`src/smc_pkg.sv`:
```
// Static memory controller shared widths, AHB encodings and timing register layout
package smc_pkg;

  // --------------------------------------------------------------------------
  // Bus widths
  // --------------------------------------------------------------------------
  localparam int addr_w = 32;  // AHB and external address
  localparam int data_w = 32;  // AHB, APB and external data
  localparam int be_w   = 4;   // Byte lanes per word

  // AHB transfer size, only up to word supported
  typedef enum logic [2:0] {
    hsize_byte = 3'b000,
    hsize_half = 3'b001,
    hsize_word = 3'b010
  } hsize_e;

  // AHB response codes
  localparam logic [1:0] hresp_okay  = 2'b00;
  localparam logic [1:0] hresp_error = 2'b01;

  // --------------------------------------------------------------------------
  // Timing register
  // --------------------------------------------------------------------------
  typedef struct packed {
    logic [3:0] reserved;    // Reads back zero
    logic [3:0] turnaround;  // Idle cycles after each access
    logic [3:0] wr_wait;     // Extra write strobe cycles
    logic [3:0] rd_wait;     // Extra read strobe cycles
  } smc_timing_t;

  // One APB word, seen raw by the register block and as fields by the engine
  typedef union packed {
    logic [data_w-1:0] raw;
    struct packed {
      logic [15:0] spare;    // Upper half unused
      smc_timing_t tm;
    } fields;
  } smc_timing_u;

  // rd_wait 2, wr_wait 1, turnaround 1
  localparam logic [data_w-1:0] timing_reset = 32'h0000_0112;

  // Writable bits of the timing word
  localparam logic [data_w-1:0] timing_mask = 32'h0000_0fff;

endpackage

```
`src/smc_req_if.sv`:
```
// One-deep request channel from the AHB front end to the external bus engine
interface smc_req_if
  import smc_pkg::*;
();

  // Front end to engine
  logic              req;    // High with stable fields until done
  logic [addr_w-1:0] addr;   // Byte address
  logic              write;  // 1 = write, 0 = read
  logic [be_w-1:0]   n_be;   // Byte lanes, active low
  logic [data_w-1:0] wdata;  // Write data, lane aligned

  // Engine to front end
  logic              done;   // Single-cycle completion
  logic [data_w-1:0] rdata;  // Valid in the done cycle

  modport front (
    output req, addr, write, n_be, wdata,
    input  done, rdata
  );

  modport engine (
    input  req, addr, write, n_be, wdata,
    output done, rdata
  );

endinterface

```
`src/smc_ahb_slave.sv`:
```
// AHB-lite front end that checks transfers, builds byte lanes and stalls on hready
module smc_ahb_slave
  import smc_pkg::*;
#(
  parameter logic [addr_w-1:0] mem_base = 32'h0000_0000,
  parameter logic [addr_w-1:0] mem_size = 32'h0001_0000
) (
  input  logic              hclk,
  input  logic              arst_n,
  input  logic [addr_w-1:0] haddr,
  input  logic [1:0]        htrans,
  input  logic              hsel,
  input  logic              hwrite,
  input  logic [2:0]        hsize,
  input  logic [data_w-1:0] hwdata,
  input  logic              hready,
  output logic [data_w-1:0] smc_hrdata,
  output logic              smc_hready,
  output logic [1:0]        smc_hresp,
  output logic              smc_valid,
  smc_req_if.front          req
);

  typedef enum logic [2:0] {s_idle, s_data, s_wait, s_err1, s_err2} state_e;

  state_e            state;
  hsize_e            size;
  logic              accept;     // Address phase taken this cycle
  logic              in_window;
  logic              aligned;
  logic [be_w-1:0]   n_be_addr;  // Lanes for the current address phase
  logic [addr_w-1:0] addr_q;
  logic              write_q;
  logic [be_w-1:0]   n_be_q;
  logic [data_w-1:0] wdata_q;

  // --------------------------------------------------------------------------
  // Address phase decode
  // --------------------------------------------------------------------------
  assign size      = hsize_e'(hsize);
  assign accept    = hsel && hready && (htrans == 2'b10) && smc_hready;
  assign in_window = (haddr >= mem_base) && ((haddr - mem_base) < mem_size);

  always_comb begin
    aligned   = 1'b0;
    n_be_addr = '1;
    case (size)
      hsize_byte: begin
        aligned   = 1'b1;
        n_be_addr = ~(4'b0001 << haddr[1:0]);  // One lane
      end
      hsize_half: begin
        aligned   = ~haddr[0];
        n_be_addr = haddr[1] ? 4'b0011 : 4'b1100;  // Upper or lower half
      end
      hsize_word: begin
        aligned   = (haddr[1:0] == 2'b00);
        n_be_addr = 4'b0000;
      end
      default: aligned = 1'b0;  // Wider than the bus
    endcase
  end

  // --------------------------------------------------------------------------
  // Transfer FSM
  // --------------------------------------------------------------------------
  always_ff @(posedge hclk or negedge arst_n) begin
    if (!arst_n) begin
      state <= s_idle;
    end else begin
      case (state)
        s_data:  state <= s_wait;                      // hwdata taken, raise req
        s_wait:  if (req.done) state <= s_idle;
        s_err1:  state <= s_err2;                      // Second error cycle
        default: begin                                 // Idle or last error cycle
          if (accept) state <= (in_window && aligned) ? s_data : s_err1;
          else        state <= s_idle;
        end
      endcase
    end
  end

  // Payload registers
  always_ff @(posedge hclk) begin
    if (accept) begin
      addr_q  <= haddr;
      write_q <= hwrite;
      n_be_q  <= n_be_addr;
    end
    if (state == s_data) wdata_q <= hwdata;                       // Data phase
    if (state == s_wait && req.done && !write_q) smc_hrdata <= req.rdata;
  end

  assign smc_hready = !(state inside {s_data, s_wait, s_err1});
  assign smc_hresp  = (state inside {s_err1, s_err2}) ? hresp_error : hresp_okay;
  assign smc_valid  = (state == s_data);  // One pulse per legal transfer

  assign req.req   = (state == s_wait);
  assign req.addr  = addr_q;
  assign req.write = write_q;
  assign req.n_be  = n_be_q;
  assign req.wdata = wdata_q;

  // No new request overlaps the one just completed
  a_req_drop: assert property (@(posedge hclk) disable iff (!arst_n)
    req.done |=> !req.req);

endmodule

```
`src/smc_config_regs.sv`:
```
// APB register block with the access timing word and the engine status
module smc_config_regs
  import smc_pkg::*;
(
  input  logic              hclk,
  input  logic              arst_n,
  input  logic              psel,
  input  logic              penable,
  input  logic              pwrite,
  input  logic [4:0]        paddr,
  input  logic [31:0]       pwdata,
  input  logic              busy,     // From the engine
  output logic [31:0]       prdata,
  output smc_timing_u       timing    // To the engine
);

  // Register offsets
  localparam logic [4:0] off_timing = 5'h00;
  localparam logic [4:0] off_status = 5'h04;

  logic wr_en;  // Access phase write

  // --------------------------------------------------------------------------
  // Write side
  // --------------------------------------------------------------------------
  assign wr_en = psel && penable && pwrite;

  always_ff @(posedge hclk or negedge arst_n) begin
    if (!arst_n) begin
      timing.raw <= timing_reset;
    end else if (wr_en && (paddr == off_timing)) begin
      timing.raw <= pwdata & timing_mask;  // Reserved bits stay zero
    end
  end

  // --------------------------------------------------------------------------
  // Read side
  // --------------------------------------------------------------------------
  // Combinational, valid through the access phase
  always_comb begin
    prdata = '0;
    if (psel && !pwrite) begin
      case (paddr)
        off_timing: prdata = timing.raw;
        off_status: prdata = {31'b0, busy};  // Busy in bit 0
        default:    prdata = '0;             // Unmapped
      endcase
    end
  end

  // APB enable only inside a selected transfer
  a_penable_psel: assert property (@(posedge hclk) disable iff (!arst_n)
    penable |-> psel);

endmodule

```
`src/smc_emi_engine.sv`:
```
// External bus sequencer driving chip select, lanes and strobes with wait states
module smc_emi_engine
  import smc_pkg::*;
(
  input  logic              hclk,
  input  logic              arst_n,
  input  smc_timing_u       timing,
  input  logic [data_w-1:0] data_smc,      // Read data from memory
  smc_req_if.engine         req,
  output logic [addr_w-1:0] smc_addr,
  output logic [data_w-1:0] smc_data,
  output logic [be_w-1:0]   smc_n_be,
  output logic              smc_n_cs,
  output logic [be_w-1:0]   smc_n_we,      // Per-lane write strobes
  output logic              smc_n_wr,
  output logic              smc_n_rd,
  output logic              smc_n_ext_oe,  // Data bus drive enable
  output logic              busy
);

  typedef enum logic [2:0] {s_idle, s_setup, s_strobe, s_hold, s_turn} state_e;

  state_e            state;
  smc_timing_t       tm_q;     // Timing latched at access start
  logic [3:0]        cnt;      // Remaining wait cycles
  logic              done_q;
  logic              write_q;
  logic [addr_w-1:0] addr_q;
  logic [be_w-1:0]   n_be_q;
  logic [data_w-1:0] wdata_q;
  logic [data_w-1:0] rdata_q;
  logic              start;
  logic              active;   // Chip select phase

  assign start = req.req && !done_q;  // Skip the cycle req is still high after done

  // --------------------------------------------------------------------------
  // Sequencer
  // --------------------------------------------------------------------------
  always_ff @(posedge hclk or negedge arst_n) begin
    if (!arst_n) begin
      state  <= s_idle;
      cnt    <= '0;
      done_q <= 1'b0;
    end else begin
      done_q <= 1'b0;
      case (state)
        s_idle: if (start) state <= s_setup;
        s_setup: begin
          cnt   <= write_q ? tm_q.wr_wait : tm_q.rd_wait;
          state <= s_strobe;
        end
        s_strobe: begin
          if (cnt != 0) begin
            cnt <= cnt - 1'b1;
          end else if (write_q) begin
            state <= s_hold;
          end else if (tm_q.turnaround != 0) begin
            cnt   <= tm_q.turnaround - 1'b1;
            state <= s_turn;
          end else begin
            state  <= s_idle;  // Read without gap
            done_q <= 1'b1;
          end
        end
        s_hold: begin
          if (tm_q.turnaround != 0) begin
            cnt   <= tm_q.turnaround - 1'b1;
            state <= s_turn;
          end else begin
            state  <= s_idle;
            done_q <= 1'b1;
          end
        end
        s_turn: begin
          if (cnt != 0) begin
            cnt <= cnt - 1'b1;
          end else begin
            state  <= s_idle;
            done_q <= 1'b1;
          end
        end
        default: state <= s_idle;
      endcase
    end
  end

  // Access payload and timing snapshot
  always_ff @(posedge hclk) begin
    if (state == s_idle && start) begin
      tm_q    <= timing.fields.tm;  // Later APB writes wait for the next access
      write_q <= req.write;
      addr_q  <= req.addr;
      n_be_q  <= req.n_be;
      wdata_q <= req.wdata;
    end
    if (state == s_strobe && cnt == 0 && !write_q) rdata_q <= data_smc;  // Last strobe cycle
  end

  // --------------------------------------------------------------------------
  // External bus drive
  // --------------------------------------------------------------------------
  assign active       = state inside {s_setup, s_strobe, s_hold};
  assign smc_addr     = addr_q;
  assign smc_data     = wdata_q;
  assign smc_n_cs     = !active;
  assign smc_n_be     = active ? n_be_q : '1;
  assign smc_n_wr     = !(state == s_strobe && write_q);
  assign smc_n_we     = (state == s_strobe && write_q) ? n_be_q : '1;
  assign smc_n_rd     = !(state == s_strobe && !write_q);
  assign smc_n_ext_oe = !(active && write_q);  // Drive through setup and hold
  assign busy         = (state != s_idle);

  assign req.done  = done_q;
  assign req.rdata = rdata_q;

  // Data bus driven only for a pending write request
  a_oe_write: assert property (@(posedge hclk) disable iff (!arst_n)
    !smc_n_ext_oe |-> req.req && req.write);

endmodule

```
`src/smc_veneer.sv`:
```
// Static memory controller top joining AHB front end, APB registers and bus engine
module smc_veneer
  import smc_pkg::*;
#(
  parameter logic [addr_w-1:0] mem_base = 32'h0000_0000,  // Accepted window
  parameter logic [addr_w-1:0] mem_size = 32'h0001_0000
) (
  input  logic              hclk,          // AHB and APB clock
  input  logic              arst_n,
  // APB
  input  logic              psel,
  input  logic              penable,
  input  logic              pwrite,
  input  logic [4:0]        paddr,
  input  logic [31:0]       pwdata,
  output logic [31:0]       prdata,
  // AHB-lite
  input  logic [addr_w-1:0] haddr,
  input  logic [1:0]        htrans,
  input  logic              hsel,
  input  logic              hwrite,
  input  logic [2:0]        hsize,
  input  logic [data_w-1:0] hwdata,
  input  logic              hready,        // Muxed bus ready
  output logic [data_w-1:0] smc_hrdata,
  output logic              smc_hready,
  output logic [1:0]        smc_hresp,
  output logic              smc_valid,
  // External memory
  input  logic [data_w-1:0] data_smc,
  output logic [addr_w-1:0] smc_addr,
  output logic [data_w-1:0] smc_data,
  output logic [be_w-1:0]   smc_n_be,
  output logic              smc_n_cs,
  output logic [be_w-1:0]   smc_n_we,
  output logic              smc_n_wr,
  output logic              smc_n_rd,
  output logic              smc_n_ext_oe,
  output logic              smc_busy
);

  smc_timing_u timing;  // Register block to engine
  logic        busy;

  smc_req_if req_if ();

  // --------------------------------------------------------------------------
  // Blocks
  // --------------------------------------------------------------------------
  smc_ahb_slave #(.mem_base(mem_base), .mem_size(mem_size)) ahb_slave_i (
    .hclk, .arst_n, .haddr, .htrans, .hsel, .hwrite, .hsize, .hwdata, .hready,
    .smc_hrdata, .smc_hready, .smc_hresp, .smc_valid,
    .req (req_if.front)
  );

  smc_config_regs config_regs_i (
    .hclk, .arst_n, .psel, .penable, .pwrite, .paddr, .pwdata,
    .busy, .prdata, .timing
  );

  smc_emi_engine emi_engine_i (
    .hclk, .arst_n, .timing, .data_smc,
    .req (req_if.engine),
    .smc_addr, .smc_data, .smc_n_be, .smc_n_cs, .smc_n_we, .smc_n_wr, .smc_n_rd,
    .smc_n_ext_oe, .busy
  );

  assign smc_busy = busy;  // Status mirror

endmodule

```
`config.mk`:
```
export PLATFORM = sky130hd
export DESIGN_NAME = smc_veneer
export DESIGN_NICKNAME = d
export VERILOG_FILES = /design/src/smc_pkg.sv /design/src/smc_req_if.sv /design/src/smc_ahb_slave.sv /design/src/smc_config_regs.sv /design/src/smc_emi_engine.sv /design/src/smc_veneer.sv
export SDC_FILE = /design/constraint.sdc
export NUM_CORES = 1
export LEC_CHECK = 0
export BUFFER_PORTS_ARGS = -buffer_cell sky130_fd_sc_hd__buf_2
export CAP_MARGIN = 30
export CORE_ASPECT_RATIO = 0.7
export CORE_MARGIN = 5
export CORE_UTILIZATION = 38
export CTS_BUF_LIST = sky130_fd_sc_hd__clkbuf_2 sky130_fd_sc_hd__clkbuf_4 sky130_fd_sc_hd__clkbuf_8
export DETAILED_ROUTE_END_ITERATION = 7
export GPL_TIMING_DRIVEN = 1
export PLACE_DENSITY_LB_ADDON = 0.15
export REMOVE_ABC_BUFFERS = 1
export SYNTH_ARGS = -nofsm -noshare
export SYNTH_HDL_FRONTEND = slang
export SYNTH_SLANG_ARGS = --single-unit
```
`constraint.sdc`:
```
create_clock -name hclk -period 12.75 [get_ports hclk]
set_input_delay 2.55 -clock hclk [delete_from_list [all_inputs] [get_ports hclk]]
set_output_delay 2.55 -clock hclk [all_outputs]
set_load 0.05 [all_outputs]
```
==> impl_metrics.tcl <==
set metrics [dict create \
    synth_edf_count 214 \
    internal-power_mw 1.456 \
    dr.first_iter.drc_count 196 \
    syn_to_final_growth_pct 26.72 \
    synth_top_cell_by_area "edfxtp_1" \
    postCtsSetupBuffers 0 \
    tritoncts "yes" \
    p_sw_frac 0.3607 \
    die-area_um2 25010 \
    final_common_cell "buf_2" \
    nNetsFinal 850 \
    die_width_um 186.9 \
    clock_tree.root_cell "clkbuf_8" \
    period_share 0.5314 \
    first_global_vias 4695 \
    vdd_ir_drop_max_uv 98.14 \
    cp_top_family "simple AND/OR/NAND/NOR gates" \
    die_y_um 133.8 \
    max_freq_mhz 147.6 \
    cp_common_cell "buf_2" \
    timing.final.ws_setup_ns 5.975 \
    power_mw 2.277 \
    synth_flop_cell "edfxtp_1" \
    portBuffers 249 \
    clockBufferDepth 3 \
    antenna_left 0 \
    cts_made_buffers 36 \
    multi_input_area_um2 1182 \
    pwr-share-clk 0.255 \
    synth_area_leaders "edfxtp_1 (77%), dfrtp_1 (6.0%), buf_4 (1.9%)" \
    rsz0062_at_grt "false" \
    hold_violations 0 \
    cts.sink_count 237 \
    worstSetupPathType "in2out" \
    worst_slew_pin_slew_ns 0.9113 \
    power.net_switching_uw 821.3 \
    fin_skew_ns 0.007160 \
    yosysWarnings 0 \
    cts_resized 0 \
    mostFrequentLayoutCells "buf_2 (249), edfxtp_1 (214), clkbuf_8 (36)" \
    dr.pass1.iters 5 \
    drv_slew 0 \
    drc_errors 0 \
    postSynthAreaPerCell_um2 19.96 \
    io-pin-count 291 \
    core-area_um2 21620 \
    max-cap-violations 0 \
    place_congestion 0.8428 \
    cp_cell_sequence "buf_2, nor4_1, nand2_1, nor3_1, and2_1, buf_2" \
    power.density_nw_per_um2 215.9 \
    place_ws_ns 5.928 \
    final_util 0.4877 \
    num_vias 4640 \
    sequentialPowerShare 0.459 \
    viasPerCell 4.612 \
    maxSlewHeadroom 0.3910 \
    cp.required_ns 10.20 \
    cts_hold_buf 0 \
    grt_usage 0.1343 \
    fillers 1855 \
    timing.critical_path.buf_inv 2 \
    grt_pass1_wl_mm 26.47 \
    fin_tns_setup_ns 0 \
    cts_max_level 2 \
    crit_path_end_kind "output port" \
    syn_area_um2 8322 \
    rows 45 \
    worstPathArrival_ns 4.23 \
    crit_path_start_kind "input pin" \
    wl_per_cell_um 17.39 \
    routed_wl_mm 17.49 \
    p_leak_nw 4.166 \
    synth_top_area_frac 0.7722 \
    hp-class "reg2reg" \
    pwr-share-comb 0.286 \
    start_util 0.3849 \
    crit_slowest_cell "nor3_1" \
    setup_violations 0 \
    hpwlAfterDp_mm 12.60 \
    antenna_found_initial 5 \
    overflow 0 \
    worstPathMaxFanout 11 \
    path_clk_slew_ns 0.07 \
    regArea_um2 7005 \
    reg2reg_slack_ns 10.12 \
    ys_async_sr_fraction 0.09705 \
    min_period_ns 6.775 \
    ys_seq_elements 237 \
    grt_max_degree 47 \
    netlist_instances 417 \
    clk_latency_ns 0.50 \
    final_layout_size_suffix_gt1_frac 0.4647 \
    synth_cell_types 60 \
    status "finished clean" \
    cpPeakStageDelay_ns 0.65 \
    yosysSeqAreaShare 0.8418 \
]
Yosys cell counts, types with 2 or more instances:
| cell type | number |
|---|---|
| nor3_1 | 7 |
| o31ai_1 | 3 |
| nand2b_1 | 7 |
| mux2_4 | 10 |
| o31a_1 | 2 |
| dfrtp_1 | 20 |
| inv_1 | 12 |
| buf_4 | 21 |
| o22ai_1 | 3 |
| nor4_1 | 4 |
| mux2i_1 | 4 |
| nor4bb_1 | 2 |
| nor2_1 | 11 |
| ha_1 | 4 |
| a21oi_1 | 8 |
| or3_1 | 7 |
| buf_6 | 2 |
| and2_1 | 11 |
| o21ai_0 | 5 |
| nor2b_1 | 3 |
| nand2_1 | 4 |
| dfstp_2 | 3 |
| and3_1 | 3 |
| nor4b_1 | 2 |
| edfxtp_1 | 214 |
| mux2_2 | 6 |
| clkbuf_1 | 4 |
| a2111oi_0 | 3 |
registers in the layout, indices dropped and copies added (netlist names):
signal / cells
ahb_slave_i.req.addr: 32
ahb_slave_i.req.wdata: 32
ahb_slave_i.smc_hrdata: 32
emi_engine_i.req.rdata: 32
emi_engine_i.smc_addr: 32
emi_engine_i.smc_data: 32
config_regs_i.timing: 12
emi_engine_i.tm_q: 12
ahb_slave_i.req.n_be: 4
emi_engine_i.cnt: 4
emi_engine_i.n_be_q: 4
ahb_slave_i.state: 3
emi_engine_i.state: 3
ahb_slave_i.req.write: 1
emi_engine_i.req.done: 1
emi_engine_i.write_q: 1
power by group through the flow:
stage	clock [mW]	combinational, mW	sequential, mW
floorplan	0	0.258	1.28
global placement	0	0.649	1.06
detailed placement	0	0.661	1.06
CTS	0.606	0.662	1.05
global route	0.642	0.692	1.06
finish	0.581	0.652	1.04
routing by layer:
metal | share of wire | GRT usage
met5 | 0.0024 | 0
met4 | 0.018 | 0.03777
met3 | 0.12 | 0.06660
met2 | 0.43 | 0.1924
met1 | 0.43 | 0.1827
metrics by stage:
step / hold WS, ns / area, µm² / std cells
5_1_grt: 0.4213 / 10540 / 1005
3_3_place_gp: 0.4003 / 9862 / 943
4_1_cts: 0.4160 / 10540 / 1005
2_1_floorplan: 0.4003 / 8192 / 408
3_5_place_dp: 0.4045 / 9882 / 944
6_report: 0.4149 / 10550 / 1006
final timing paths:
path,from,to,cells past startpoint
hold reg to reg,ahb_slave_i.req.wdata[21]$_DFFE_PP_,emi_engine_i.smc_data[21]$_DFFE_PP_,0
setup / recovery,paddr[1],prdata[7],6
hold / removal,ahb_slave_i.req.wdata[21]$_DFFE_PP_,emi_engine_i.smc_data[21]$_DFFE_PP_,0
max in group asynchronous,arst_n,emi_engine_i.cnt[0]$_DFFE_PN0P_,1
setup reg to reg,ahb_slave_i.state[2]$_DFFE_PN0P_,emi_engine_i.smc_addr[20]$_DFFE_PP_,4
min in group asynchronous,arst_n,config_regs_i.timing[3]$_DFFE_PN0P_,1
layout make-up:
class / instances / area share
Clock inverter: 17 / 0.009967
Tap cell: 282 / 0.03346
Multi-Input combinational cell: 159 / 0.1121
Inverter: 12 / 0.004271
Clock buffer: 44 / 0.05268
Antenna cell: 1 / 0.0002373
Timing Repair Buffer: 254 / 0.1229
Sequential cell: 237 / 0.6643
logic make-up after synthesis:
logic type               after synthesis  share of synthesized area
multiplexers                          20                    0.03097
AND/OR/NAND/NOR                       74                    0.05638
adder cells (fa/ha/maj)                4                   0.006014
AO/OA/AOI/OAI                         39                    0.03323
flip-flops                           237                     0.8418
other                                  1                  0.0004506
buffers and inverters                 41                    0.03007
XOR/XNOR                               1                   0.001053
No activity file was read; power rests on OpenSTA's default activity.
